[config.mk]
export PLATFORM = sky130hd
export DESIGN_NAME = coreTop
export DESIGN_NICKNAME = d
export VERILOG_FILES = /design/src/hw/rvPkg.sv /design/src/hw/coreTop.sv /design/src/hw/creditFifo.sv /design/src/hw/instDecoder.sv /design/src/hw/intExecute.sv /design/src/hw/regFile.sv /design/src/hw/resultStage.sv
export SDC_FILE = /design/constraint.sdc
export NUM_CORES = 2
export LEC_CHECK = 0
export BUFFER_PORTS_ARGS = -buffer_cell sky130_fd_sc_hd__buf_2
export CAP_MARGIN = 10
export CORE_ASPECT_RATIO = 0.75
export CORE_MARGIN = 2
export CORE_UTILIZATION = 40
export CTS_BUF_LIST = sky130_fd_sc_hd__clkbuf_8
export CTS_CLUSTER_DIAMETER = 100
export DETAILED_ROUTE_END_ITERATION = 12
export SYNTH_ARGS = -nofsm -noshare
export SYNTH_HDL_FRONTEND = slang
export SYNTH_HIERARCHICAL = 1
export SYNTH_SLANG_ARGS = --single-unit
[constraint.sdc]
create_clock -name clk -period 7.6 [get_ports clk]
set_input_delay 1.52 -clock clk [delete_from_list [all_inputs] [get_ports clk]]
set_output_delay 1.52 -clock clk [all_outputs]
set_load 0.01 [all_outputs]
[src/hw/rvPkg.sv]
package rvPkg;

    // Input queue depth, also the credit count upstream starts with
    localparam int InDepth = 4;

    // Output queue depth, which bounds the reserved result slots
    localparam int OutDepth = 4;

    // Credits granted by the downstream consumer after reset
    localparam int OutCredits = 4;

    // Every operation the decoder can produce, opNop for anything unrecognized
    typedef enum logic [5:0] {
        opNop,
        opLui, opAuipc, opJal, opJalr,
        opBeq, opBne, opBlt, opBge, opBltu, opBgeu,
        opLb, opLh, opLw, opLbu, opLhu,
        opSb, opSh, opSw,
        opAddi, opSlti, opSltiu, opXori, opOri, opAndi,
        opSlli, opSrli, opSrai,
        opAdd, opSub, opSll, opSlt, opSltu,
        opXor, opSrl, opSra, opOr, opAnd
    } aluOp;

    typedef enum logic [2:0] {
        rkAlu,
        rkBranch,
        rkJump,
        rkLoad,
        rkStore,
        rkIllegal
    } resultKind;

    typedef struct packed {
        logic [31:0] inst;
        logic [31:0] pc;
        logic        pd;
    } fetchPacket;

    typedef struct packed {
        aluOp        op;
        logic [4:0]  rd;
        logic [4:0]  rs1;
        logic [4:0]  rs2;
        logic [31:0] imm;
        logic [31:0] pc;
        logic        pd;
    } decodedOp;

    // value holds the ALU result, the link address or the store data,
    // addr holds the branch or jump target or the memory address
    typedef struct packed {
        resultKind   kind;
        logic [31:0] pc;
        logic [4:0]  rd;
        logic [31:0] value;
        logic [31:0] addr;
        logic        writeEn;
        logic        taken;
        logic        mispredict;
    } resultPacket;

endpackage

[src/hw/coreTop.sv]
module coreTop (
    input  logic               clk,
    input  logic               rst,
    input  logic               instValid,
    input  rvPkg::fetchPacket  instData,
    input  logic               resCredit,
    output logic               instCredit,
    output logic               resValid,
    output rvPkg::resultPacket resData
);
    logic               headValid;
    rvPkg::fetchPacket  head;
    logic               pop;
    logic               issue;
    logic               issueOk;
    rvPkg::decodedOp    dec;
    logic               decValid;
    logic [4:0]         rs1;
    logic [4:0]         rs2;
    logic [31:0]        rd1Data;
    logic [31:0]        rd2Data;
    rvPkg::resultPacket exRes;
    logic               exValid;
    logic               we;
    logic [4:0]         wrAddr;
    logic [31:0]        wrData;

    creditFifo #(
        .Payload(rvPkg::fetchPacket),
        .Depth  (rvPkg::InDepth)
    ) inQueue (
        .clk         (clk),
        .rst         (rst),
        .push        (instValid),
        .pushData    (instData),
        .pop         (pop),
        .popValid    (headValid),
        .popData     (head),
        .creditReturn(instCredit),
        .full        ()
    );

    instDecoder decoder (
        .clk      (clk),
        .rst      (rst),
        .headValid(headValid),
        .head     (head),
        .issueOk  (issueOk),
        .pop      (pop),
        .issue    (issue),
        .dec      (dec),
        .decValid (decValid)
    );

    regFile regs (
        .clk    (clk),
        .rst    (rst),
        .rs1    (rs1),
        .rs2    (rs2),
        .we     (we),
        .wrAddr (wrAddr),
        .wrData (wrData),
        .rd1Data(rd1Data),
        .rd2Data(rd2Data)
    );

    intExecute execute (
        .clk     (clk),
        .rst     (rst),
        .dec     (dec),
        .decValid(decValid),
        .rd1Data (rd1Data),
        .rd2Data (rd2Data),
        .fwdEn   (we),
        .fwdRd   (wrAddr),
        .fwdData (wrData),
        .rs1     (rs1),
        .rs2     (rs2),
        .res     (exRes),
        .resValid(exValid)
    );

    resultStage result (
        .clk      (clk),
        .rst      (rst),
        .res      (exRes),
        .resValid (exValid),
        .issue    (issue),
        .resCredit(resCredit),
        .issueOk  (issueOk),
        .we       (we),
        .wrAddr   (wrAddr),
        .wrData   (wrData),
        .outValid (resValid),
        .outData  (resData)
    );

endmodule

[src/hw/creditFifo.sv]
module creditFifo #(
    parameter type Payload = logic [31:0],
    parameter int  Depth   = 4
) (
    input  logic   clk,
    input  logic   rst,
    input  logic   push,
    input  Payload pushData,
    input  logic   pop,
    output logic   popValid,
    output Payload popData,
    output logic   creditReturn,
    output logic   full
);
    Payload                      mem [Depth];
    logic [$clog2(Depth)-1:0]    head;
    logic [$clog2(Depth)-1:0]    tail;
    logic [$clog2(Depth+1)-1:0]  count;

    assign popValid = (count != '0);
    assign full     = (count == $bits(count)'(Depth));
    assign popData  = mem[head];

    always_ff @(posedge clk) begin
        if (push) begin
            mem[tail] <= pushData;
        end
    end

    always_ff @(posedge clk) begin
        if (rst) begin
            head         <= '0;
            tail         <= '0;
            count        <= '0;
            creditReturn <= 1'b0;
        end else begin
            // Each slot freed by a pop goes back to the producer one cycle later
            creditReturn <= pop;
            if (push) begin
                tail <= (tail == $bits(tail)'(Depth - 1)) ? '0 : tail + 1'b1;
            end
            if (pop) begin
                head <= (head == $bits(head)'(Depth - 1)) ? '0 : head + 1'b1;
            end
            if (push && !pop) begin
                count <= count + 1'b1;
            end else if (pop && !push) begin
                count <= count - 1'b1;
            end
        end
    end

    // The producer holds no credit for a full queue
    noOverflow: assert property (@(posedge clk) disable iff (rst) !(push && full));
    noUnderflow: assert property (@(posedge clk) disable iff (rst) !(pop && !popValid));

endmodule

[src/hw/instDecoder.sv]
module instDecoder (
    input  logic              clk,
    input  logic              rst,
    input  logic              headValid,
    input  rvPkg::fetchPacket head,
    input  logic              issueOk,
    output logic              pop,
    output logic              issue,
    output rvPkg::decodedOp   dec,
    output logic              decValid
);
    logic [31:0] inst;
    logic [6:0]  opcode;
    logic [2:0]  funct3;
    logic [3:0]  funct;
    logic [31:0] imm;
    rvPkg::aluOp op;

    assign inst   = head.inst;
    assign opcode = inst[6:0];
    assign funct3 = inst[14:12];
    assign funct  = {inst[30], inst[14:12]};

    // Every popped instruction already owns a slot in the result stage
    assign pop   = headValid && issueOk;
    assign issue = pop;

    always_comb begin
        case (opcode)
            7'b0110111, 7'b0010111: imm = {inst[31:12], 12'b0};
            7'b1101111: imm = {{12{inst[31]}}, inst[19:12], inst[20], inst[30:21], 1'b0};
            7'b1100011: imm = {{20{inst[31]}}, inst[7], inst[30:25], inst[11:8], 1'b0};
            7'b1100111, 7'b0010011, 7'b0000011: imm = {{21{inst[31]}}, inst[30:20]};
            7'b0100011: imm = {{21{inst[31]}}, inst[30:25], inst[11:7]};
            default: imm = '0;
        endcase
    end

    always_comb begin
        op = rvPkg::opNop;
        case (opcode)
            7'b0110111: op = rvPkg::opLui;
            7'b0010111: op = rvPkg::opAuipc;
            7'b1101111: op = rvPkg::opJal;
            7'b1100111: op = rvPkg::opJalr;
            7'b1100011: begin
                case (funct3)
                    3'b000: op = rvPkg::opBeq;
                    3'b001: op = rvPkg::opBne;
                    3'b100: op = rvPkg::opBlt;
                    3'b101: op = rvPkg::opBge;
                    3'b110: op = rvPkg::opBltu;
                    3'b111: op = rvPkg::opBgeu;
                    default: op = rvPkg::opNop;
                endcase
            end
            7'b0000011: begin
                case (funct3)
                    3'b000: op = rvPkg::opLb;
                    3'b001: op = rvPkg::opLh;
                    3'b010: op = rvPkg::opLw;
                    3'b100: op = rvPkg::opLbu;
                    3'b101: op = rvPkg::opLhu;
                    default: op = rvPkg::opNop;
                endcase
            end
            7'b0100011: begin
                case (funct3)
                    3'b000: op = rvPkg::opSb;
                    3'b001: op = rvPkg::opSh;
                    3'b010: op = rvPkg::opSw;
                    default: op = rvPkg::opNop;
                endcase
            end
            7'b0010011: begin
                // Bit 30 is part of the immediate except for the right shifts
                case (funct)
                    4'b0000, 4'b1000: op = rvPkg::opAddi;
                    4'b0010, 4'b1010: op = rvPkg::opSlti;
                    4'b0011, 4'b1011: op = rvPkg::opSltiu;
                    4'b0100, 4'b1100: op = rvPkg::opXori;
                    4'b0110, 4'b1110: op = rvPkg::opOri;
                    4'b0111, 4'b1111: op = rvPkg::opAndi;
                    4'b0001: op = rvPkg::opSlli;
                    4'b0101: op = rvPkg::opSrli;
                    4'b1101: op = rvPkg::opSrai;
                    default: op = rvPkg::opNop;
                endcase
            end
            7'b0110011: begin
                if ({inst[31], inst[29:25]} == 6'b0) begin
                    case (funct)
                        4'b0000: op = rvPkg::opAdd;
                        4'b1000: op = rvPkg::opSub;
                        4'b0001: op = rvPkg::opSll;
                        4'b0010: op = rvPkg::opSlt;
                        4'b0011: op = rvPkg::opSltu;
                        4'b0100: op = rvPkg::opXor;
                        4'b0101: op = rvPkg::opSrl;
                        4'b1101: op = rvPkg::opSra;
                        4'b0110: op = rvPkg::opOr;
                        4'b0111: op = rvPkg::opAnd;
                        default: op = rvPkg::opNop;
                    endcase
                end
            end
            default: op = rvPkg::opNop;
        endcase
    end

    always_ff @(posedge clk) begin
        if (rst) begin
            decValid <= 1'b0;
        end else begin
            decValid <= pop;
        end
    end

    always_ff @(posedge clk) begin
        if (pop) begin
            dec.op  <= op;
            dec.rd  <= inst[11:7];
            dec.rs1 <= inst[19:15];
            dec.rs2 <= inst[24:20];
            dec.imm <= imm;
            dec.pc  <= head.pc;
            dec.pd  <= head.pd;
        end
    end

endmodule

[src/hw/intExecute.sv]
module intExecute (
    input  logic               clk,
    input  logic               rst,
    input  rvPkg::decodedOp    dec,
    input  logic               decValid,
    input  logic [31:0]        rd1Data,
    input  logic [31:0]        rd2Data,
    input  logic               fwdEn,
    input  logic [4:0]         fwdRd,
    input  logic [31:0]        fwdData,
    output logic [4:0]         rs1,
    output logic [4:0]         rs2,
    output rvPkg::resultPacket res,
    output logic               resValid
);
    logic [31:0]        srcA;
    logic [31:0]        srcB;
    logic [31:0]        opB;
    logic [4:0]         shamt;
    rvPkg::resultPacket nxt;

    assign rs1 = dec.rs1;
    assign rs2 = dec.rs2;

    // The producer right ahead has not reached the register file yet
    assign srcA = (fwdEn && fwdRd != 5'd0 && fwdRd == dec.rs1) ? fwdData : rd1Data;
    assign srcB = (fwdEn && fwdRd != 5'd0 && fwdRd == dec.rs2) ? fwdData : rd2Data;

    // Register forms sit at the end of the operation list
    assign opB   = (dec.op >= rvPkg::opAdd) ? srcB : dec.imm;
    assign shamt = opB[4:0];

    always_comb begin
        nxt      = '0;
        nxt.kind = rvPkg::rkAlu;
        nxt.pc   = dec.pc;
        nxt.rd   = dec.rd;
        nxt.addr = dec.pc + dec.imm;
        case (dec.op)
            rvPkg::opLui: nxt.value = dec.imm;
            rvPkg::opAuipc: nxt.value = dec.pc + dec.imm;
            rvPkg::opJal, rvPkg::opJalr: begin
                nxt.kind  = rvPkg::rkJump;
                nxt.value = dec.pc + 32'd4;
                nxt.taken = 1'b1;
                if (dec.op == rvPkg::opJalr) begin
                    nxt.addr = (srcA + dec.imm) & ~32'd1;
                end
            end
            rvPkg::opBeq, rvPkg::opBne, rvPkg::opBlt,
            rvPkg::opBge, rvPkg::opBltu, rvPkg::opBgeu: begin
                nxt.kind = rvPkg::rkBranch;
                case (dec.op)
                    rvPkg::opBeq: nxt.taken = (srcA == srcB);
                    rvPkg::opBne: nxt.taken = (srcA != srcB);
                    rvPkg::opBlt: nxt.taken = ($signed(srcA) < $signed(srcB));
                    rvPkg::opBge: nxt.taken = ($signed(srcA) >= $signed(srcB));
                    rvPkg::opBltu: nxt.taken = (srcA < srcB);
                    default: nxt.taken = (srcA >= srcB);
                endcase
            end
            rvPkg::opLb, rvPkg::opLh, rvPkg::opLw, rvPkg::opLbu, rvPkg::opLhu: begin
                nxt.kind = rvPkg::rkLoad;
                nxt.addr = srcA + dec.imm;
            end
            rvPkg::opSb, rvPkg::opSh, rvPkg::opSw: begin
                nxt.kind  = rvPkg::rkStore;
                nxt.addr  = srcA + dec.imm;
                nxt.value = srcB;
            end
            rvPkg::opAddi, rvPkg::opAdd: nxt.value = srcA + opB;
            rvPkg::opSub: nxt.value = srcA - opB;
            rvPkg::opSlti, rvPkg::opSlt: nxt.value = {31'b0, $signed(srcA) < $signed(opB)};
            rvPkg::opSltiu, rvPkg::opSltu: nxt.value = {31'b0, srcA < opB};
            rvPkg::opXori, rvPkg::opXor: nxt.value = srcA ^ opB;
            rvPkg::opOri, rvPkg::opOr: nxt.value = srcA | opB;
            rvPkg::opAndi, rvPkg::opAnd: nxt.value = srcA & opB;
            rvPkg::opSlli, rvPkg::opSll: nxt.value = srcA << shamt;
            rvPkg::opSrli, rvPkg::opSrl: nxt.value = srcA >> shamt;
            rvPkg::opSrai, rvPkg::opSra: nxt.value = $signed(srcA) >>> shamt;
            default: nxt.kind = rvPkg::rkIllegal;
        endcase
        nxt.writeEn = (nxt.kind == rvPkg::rkAlu || nxt.kind == rvPkg::rkJump)
                      && dec.rd != 5'd0;
        nxt.mispredict = (nxt.taken != dec.pd);
    end

    always_ff @(posedge clk) begin
        if (rst) begin
            resValid <= 1'b0;
        end else begin
            resValid <= decValid;
        end
    end

    always_ff @(posedge clk) begin
        if (decValid) begin
            res <= nxt;
        end
    end

endmodule

[src/hw/regFile.sv]
module regFile (
    input  logic        clk,
    input  logic        rst,
    input  logic [4:0]  rs1,
    input  logic [4:0]  rs2,
    input  logic        we,
    input  logic [4:0]  wrAddr,
    input  logic [31:0] wrData,
    output logic [31:0] rd1Data,
    output logic [31:0] rd2Data
);
    // x0 has no storage
    logic [31:0] regs [1:31];

    always_ff @(posedge clk) begin
        if (rst) begin
            for (int i = 1; i < 32; i++) begin
                regs[i] <= '0;
            end
        end else if (we && wrAddr != 5'd0) begin
            regs[wrAddr] <= wrData;
        end
    end

    assign rd1Data = (rs1 == 5'd0) ? '0 : regs[rs1];
    assign rd2Data = (rs2 == 5'd0) ? '0 : regs[rs2];

endmodule

[src/hw/resultStage.sv]
module resultStage (
    input  logic               clk,
    input  logic               rst,
    input  rvPkg::resultPacket res,
    input  logic               resValid,
    input  logic               issue,
    input  logic               resCredit,
    output logic               issueOk,
    output logic               we,
    output logic [4:0]         wrAddr,
    output logic [31:0]        wrData,
    output logic               outValid,
    output rvPkg::resultPacket outData
);
    logic                                  queued;
    logic                                  send;
    logic [$clog2(rvPkg::OutCredits+1)-1:0] credits;
    logic [$clog2(rvPkg::OutDepth+1)-1:0]   reserved;

    // The write port doubles as the bypass into execute
    assign we     = resValid && res.writeEn && res.rd != 5'd0;
    assign wrAddr = res.rd;
    assign wrData = res.value;

    assign send     = queued && credits != '0;
    assign outValid = send;
    assign issueOk  = reserved < $bits(reserved)'(rvPkg::OutDepth);

    creditFifo #(
        .Payload(rvPkg::resultPacket),
        .Depth  (rvPkg::OutDepth)
    ) outQueue (
        .clk         (clk),
        .rst         (rst),
        .push        (resValid),
        .pushData    (res),
        .pop         (send),
        .popValid    (queued),
        .popData     (outData),
        .creditReturn(),
        .full        ()
    );

    always_ff @(posedge clk) begin
        if (rst) begin
            credits  <= $bits(credits)'(rvPkg::OutCredits);
            reserved <= '0;
        end else begin
            case ({send, resCredit})
                2'b10: credits <= credits - 1'b1;
                2'b01: credits <= credits + 1'b1;
                default: credits <= credits;
            endcase
            // A slot is held from issue until its packet leaves
            case ({issue, send})
                2'b10: reserved <= reserved + 1'b1;
                2'b01: reserved <= reserved - 1'b1;
                default: reserved <= reserved;
            endcase
        end
    end

    creditBound: assert property (@(posedge clk) disable iff (rst)
        credits <= $bits(credits)'(rvPkg::OutCredits));
    slotBound: assert property (@(posedge clk) disable iff (rst)
        reserved <= $bits(reserved)'(rvPkg::OutDepth));

endmodule

== Word level (Yosys, flattened, before mapping) ==
Memories as Yosys holds them, arrays and structs flattened. A register that Yosys moved wholly into a read port is not among the register bits.
Index checks and enable logic that the tools add are counted.
Widths: inputs -> output; s select.

* Flip-flop bits (word level): 215
* Bits in writable memories: 1680
* Memory bits (read-only): 176
* Input port bits: 69
* Output and inout port bits: 109
* Logic and storage cells: 221
* Memories: 5

{| class="wikitable"
|+ Memory list
! name !! depth !! bits a word !! rd ports !! clocked after memory_dff !! wr ports !! line !! RTL
|-
| regs.regs || 31 || 32 || 2 || 2 || 31 || regFile.sv:13 || <nowiki>logic [31:0] regs [1:31];</nowiki>
|-
| result.outQueue.mem || 4 || 107 || 1 || 1 || 1 || creditFifo.sv:15 || <nowiki>Payload mem [Depth];</nowiki>
|-
| inQueue.mem || 4 || 65 || 1 || 1 || 1 || creditFifo.sv:15 ||
|-
| (name not given) || 16 || 6 || 1 || 0 || 0 || instDecoder.sv:92 || <nowiki>case (funct)</nowiki>
|-
| (name not given) || 16 || 5 || 1 || 0 || 0 || instDecoder.sv:77 || <nowiki>case (funct)</nowiki>
|}

* Add/subtract/negate cells: 17
* $lt $le $gt $ge: 8
* Eq/ne operators: 66
* Shift operators: 3
* Muxes and demuxes: 45
* Bitwise operators: 3
* Reduce and logical (&&, ||, !) cells: 49

{| class="wikitable"
|+ Operator list
! kind !! number
|-
| $pmux 32 s14 || 1
|-
| $mux 32 || 7
|-
| $pmux 32 s5 || 1
|-
| $lt 32x32->1 || 4
|-
| $add 32x32->32 || 3
|-
| $eq 6x5->1 const B || 16
|-
| $ge 32x32->1 || 2
|-
| $pmux 32 s2 || 1
|-
| $pmux 6 s9 || 1
|-
| $eq 6x4->1 const B || 8
|-
| $eq 6x6->1 const B || 6
|-
| $add 32x3->32 const B || 1
|-
| $and 32x32->32 || 1
|-
| $eq 32x32->1 || 1
|-
| $ne 32x32->1 || 1
|-
| $or 32x32->32 || 1
|-
| $reduce_or 32->1 || 1
|-
| $shl 32x5->32 || 1
|-
| $shr 32x5->32 || 1
|-
| $sshr 32x5->32 || 1
|-
| $sub 32x32->32 || 1
|-
| $xor 32x32->32 || 1
|-
| $eq 6x3->1 const B || 4
|-
| $pmux 4 s6 || 1
|-
| 44 further kinds || 125
|}

== Longest topological paths before layout ==
* Depth in word-level cells: 9
* Depth in mapped cells: 30

== Cells and area by module ==
Netlist, hierarchy kept.

{| class="wikitable"
|+ By module, submodules not included
! module !! times used !! cells each !! area each (um^2) !! seq. area each (um^2)
|-
| regFile || 1 || 3765 || 54631.1 || 30749.5
|-
| intExecute || 1 || 2574 || 19570.0 || 3233.1
|-
| creditFifo (result.outQueue) || 1 || 607 || 15891.5 || 13052.5
|-
| creditFifo (inQueue) || 1 || 387 || 9895.7 || 8007.7
|-
| instDecoder || 1 || 241 || 3662.3 || 2602.5
|-
| resultStage || 1 || 74 || 616.8 || 120.1
|}

== Worst setup path before layout ==
No wires, ideal clock.

* Path kind: register to register
* Start: reg decoder/dec[66] (netlist name)
* End: reg execute/res[64] (netlist name)
* Data arrival time: 6091 ps
* Path slack: 1248 ps
* Stages on the path, launching flop included: 28
* Path buffers: 9
* Path through: edfxtp_1 > buf_4 > buf_2 > or3b_2 > clkbuf_1 > clkbuf_1 > o22ai_1 > a2111oi_0 > nor3_1 > a211oi_4 > nor3_4 > buf_4 > buf_2 > buf_2 > buf_2 > ha_1 > clkbuf_1 > nor2_1 > o31ai_1 > a21o_1 > a311o_1 > a211o_1 > nand3_1 > a21oi_1 > a311o_1 > a21oi_1 > xnor2_1 > a221o_1

==> results <==
- The flow ran to the end, but the final reports show violations.
- The final reports fail on capacitance limit.
- The slew at the pin closest to its max-slew limit is 1.46 ns.
- The timing-limited maximum frequency is 0.133 GHz.
- The hold-critical path endpoint is execute/res[68].
- The worst hold margin is 0.439 ns.
- Using the TritonRoute via totals, the vias-per-cell ratio works out to 6.33.
- The global-route congestion overflow total is 0.
- The average footprint of a synthesized cell is approximately 14 µm².
- TritonCTS built the clock tree.
- The routed layout has ~74,000 vias.
- The count of non-filler cells in the finished layout is 11,700.
- Measured in cells, the most critical reg-to-reg path has a length of 21.
- The clock latency of the later-clocked register in the worst-skew pair is 1.03 ns.
- Across the routed clock network, the largest skew measured is ~0.11 ns.
- The count of final hold-check violations is 0.
- The number of remaining DRC errors is 0.
- The cell sitting at the root of the clock tree is a clkbuf_8.
- The number of setup violations in the final report is 0.
- The maximum net fanout on the critical path is 13.
- The instance count along the most critical hold path is 0.
- The slack of the worst reg-to-reg path is a little over 0.06 ns.
- The synthesis-to-layout area growth is 12.2%.
- Across the run, the number of max-cap violations was 1.
- Clock tree synthesis found a total of 1,932 sinks.
- Synthesis produced 7,644 cells.
- For this configuration, the core starts out at a cell density of 40.2%.
- STA classifies the critical path endpoint as a register.
- The kind of start point of the critical path is a register.
- Global routing used 31.3% of the available tracks.
- Buffers placed on the I/O ports in this run total 177.
- The share of final-layout standard cells stronger than drive strength 1 is a little under a quarter.
- The maximum number of pins on one net before global-route repair is 103.
- Clock-pin slew was measured on the worst setup and hold paths at about 0.070 ns.
- The detailed-routing iteration count for the pre-antenna-repair pass is 8.
- In this run the core area contains 162 standard-cell rows.
- The post-cts hold buffer count is 0.
- The critical path in this run is classified as register to register.
- After the first detailed-routing iteration, the DRC count stood at 10,500.
- The destination of the worst register-to-register timing path is execute/res[65].
- For this run, the number of Yosys warnings is 6.
- Setup repair after global routing left no endpoint under its margin.
- The number of nets in the layout is 8,338.
- In this run the tightest slew margin relative to its limit is 2.35%.
- The initial antenna violation count is 47.
- The required time at the worst-slack endpoint is 8.37 ns.
- The count of placed standard cells including taps is 11,200.
- After detailed routing, the total wire length is 426,000 µm.
- The floorplan step defined a die boundary enclosing 265,000 µm².
- The floorplan step set the die width to 593 µm.
- The count of H-tree levels built during CTS is 5.
- The via count of the first global-routing pass is 70,700.
- The die is 446 µm tall.
- Pin placement for this block handled approximately 180 I/O pins.
- The clock buffer count from CTS is between 300 and 400.
- The startpoint identified for the worst hold timing path is decoder/dec[76].
- The final HPWL from detailed placement is 298,000 µm.
- The number of nets with antenna violations after detailed routing is 0.
- Counting stages on the worst path, the most repeated cell is buf_4.
- Counting along the longest clock path gives a buffer depth of 4.
- The post-route worst setup slack is 0.0612 ns.
- The core region area is between 200,000 and 300,000 µm².
- The count of pins over their slew limit was 0.
- The final routed wire length divided by cell count is 36.2 µm.
- The weighted congestion at the end of routability-driven global placement is 1.04.
- The period utilization is 99.2%.
- For the worst setup path, the data arrival time is 8.31 ns.
- The largest incremental delay on the critical path is approximately 0.76 ns.
- The cell area after synthesis is 104,000 µm².
- In this run the critical register-to-register path is launched from decoder/dec[72].
- The critical path goes through buf_4 > nor2_2 > buf_4 > a22oi_1 > a21oi_1 > nor4_1 > mux2i_2 > inv_1 > buf_4 > ha_1 > inv_1 > a21oi_1 > mux2i_1 > a211oi_1 > o211ai_1 > a221oi_1 > o21ai_0 > a31oi_1 > and4b_1 > nand4_1 > a2111o_1.
- The worst path in the final design needs a cycle of 7.54 ns, including I/O delays and setup.
- The wire length of the first global-routing pass is 579,000 µm.
- The slowest stage of the critical path is the nor2_2 cell.
- The number of setup buffers added after CTS is 0.
- The path type of the worst min-delay path is register to register.
- The minimum setup slack after placement is 0.0198 ns.
per-layer routing:
layer	share of wire [%]	vias up	wire length (µm)	GRT usage [%]
met1	42	38200	180000	45.1
li1	-	30400	-	-
met3	14	732	60800	13.0
met4	3.7	22	15600	10.4
met2	40	4928	168000	42.1
met5	0.095	-	405	0.452
worst max-delay path by stage:
stage / endpoint / startpoint / slack [ns] / cells past startpoint
4_1_cts: execute/res[0] / decoder/dec[71] / 0.14 / 19
5_1_grt: execute/res[65] / decoder/dec[71] / 0.09 / 20
3_5_place_dp: execute/res[0] / decoder/dec[71] / 0.02 / 23
3_3_place_gp: execute/res[0] / decoder/dec[71] / -0.04 / 23
2_1_floorplan: execute/res[64] / decoder/dec[66] / 1.25 / 27
6_report: execute/res[65] / decoder/dec[72] / 0.06 / 21
stage by stage:
step           setup TNS, ns  instance area [µm²]  util (%)
6_report                   0               117000      45.1
5_1_grt                    0               117000      45.1
4_1_cts                    0               117000      45.1
3_5_place_dp               0               111000      42.8
3_3_place_gp         -0.0439               111000      42.8
2_1_floorplan              0               104000         -
critical path, delay by kind of cell (launching register included):
| kind | cells | cell delay, ns |
|---|---|---|
| fa+ha+maj | 1 | 0.51 |
| flops | 1 | 0.61 |
| compound gates | 9 | 2.67 |
| simple gates | 4 | 1.55 |
| mux | 2 | 0.73 |
| buf+inv | 5 | 1.18 |
area by class of cell:
class / count / area, µm²
timing repair buffer: 726 / 5370
multi-input combinational: 4935 / 43100
sequential: 1932 / 57800
fill: 23300 / 142000
antenna: 19 / 47.5
inverter: 132 / 498
clock buffer: 331 / 4560
clock inverter: 225 / 1370
tap: 3444 / 4310
state kept, by name (all words and copies together), names as in the netlist, named ones only:
register and count:
result/reserved 3, result/outQueue/tail 2, decoder/dec 86, inQueue/creditReturn 1, execute/res 107, result/credits 3, inQueue/head 2, inQueue/count 3
inQueue/mem 260, execute/resValid 1, result/outQueue/count 3, regs/regs 1024, result/outQueue/head 2, decoder/decValid 1, result/outQueue/mem 428, inQueue/tail 2
cell usage in the layout (no fill, tap or decap), types with 81 or more instances in the layout:
cell type / instances
a211oi_1: 94
buf_4: 520
clkbuf_8: 331
nor2_1: 249
edfxtp_1: 1905
inv_1: 217
mux2i_1: 460
o21ai_0: 204
a21oi_1: 261
nand2_1: 301
a22oi_1: 121
and2_1: 1015
nor3_1: 81
mux4_2: 528
ha_1: 211
buf_2: 177
repair_timing:
item	CTS	global route
hold endpoints to repair	0	0
endpoints found under the setup margin	1	3
pin swaps	0	0
resized for setup	1	2
Power is not shown: default switching activity piles up to over one toggle a cycle in this logic, so the estimate is an artifact.
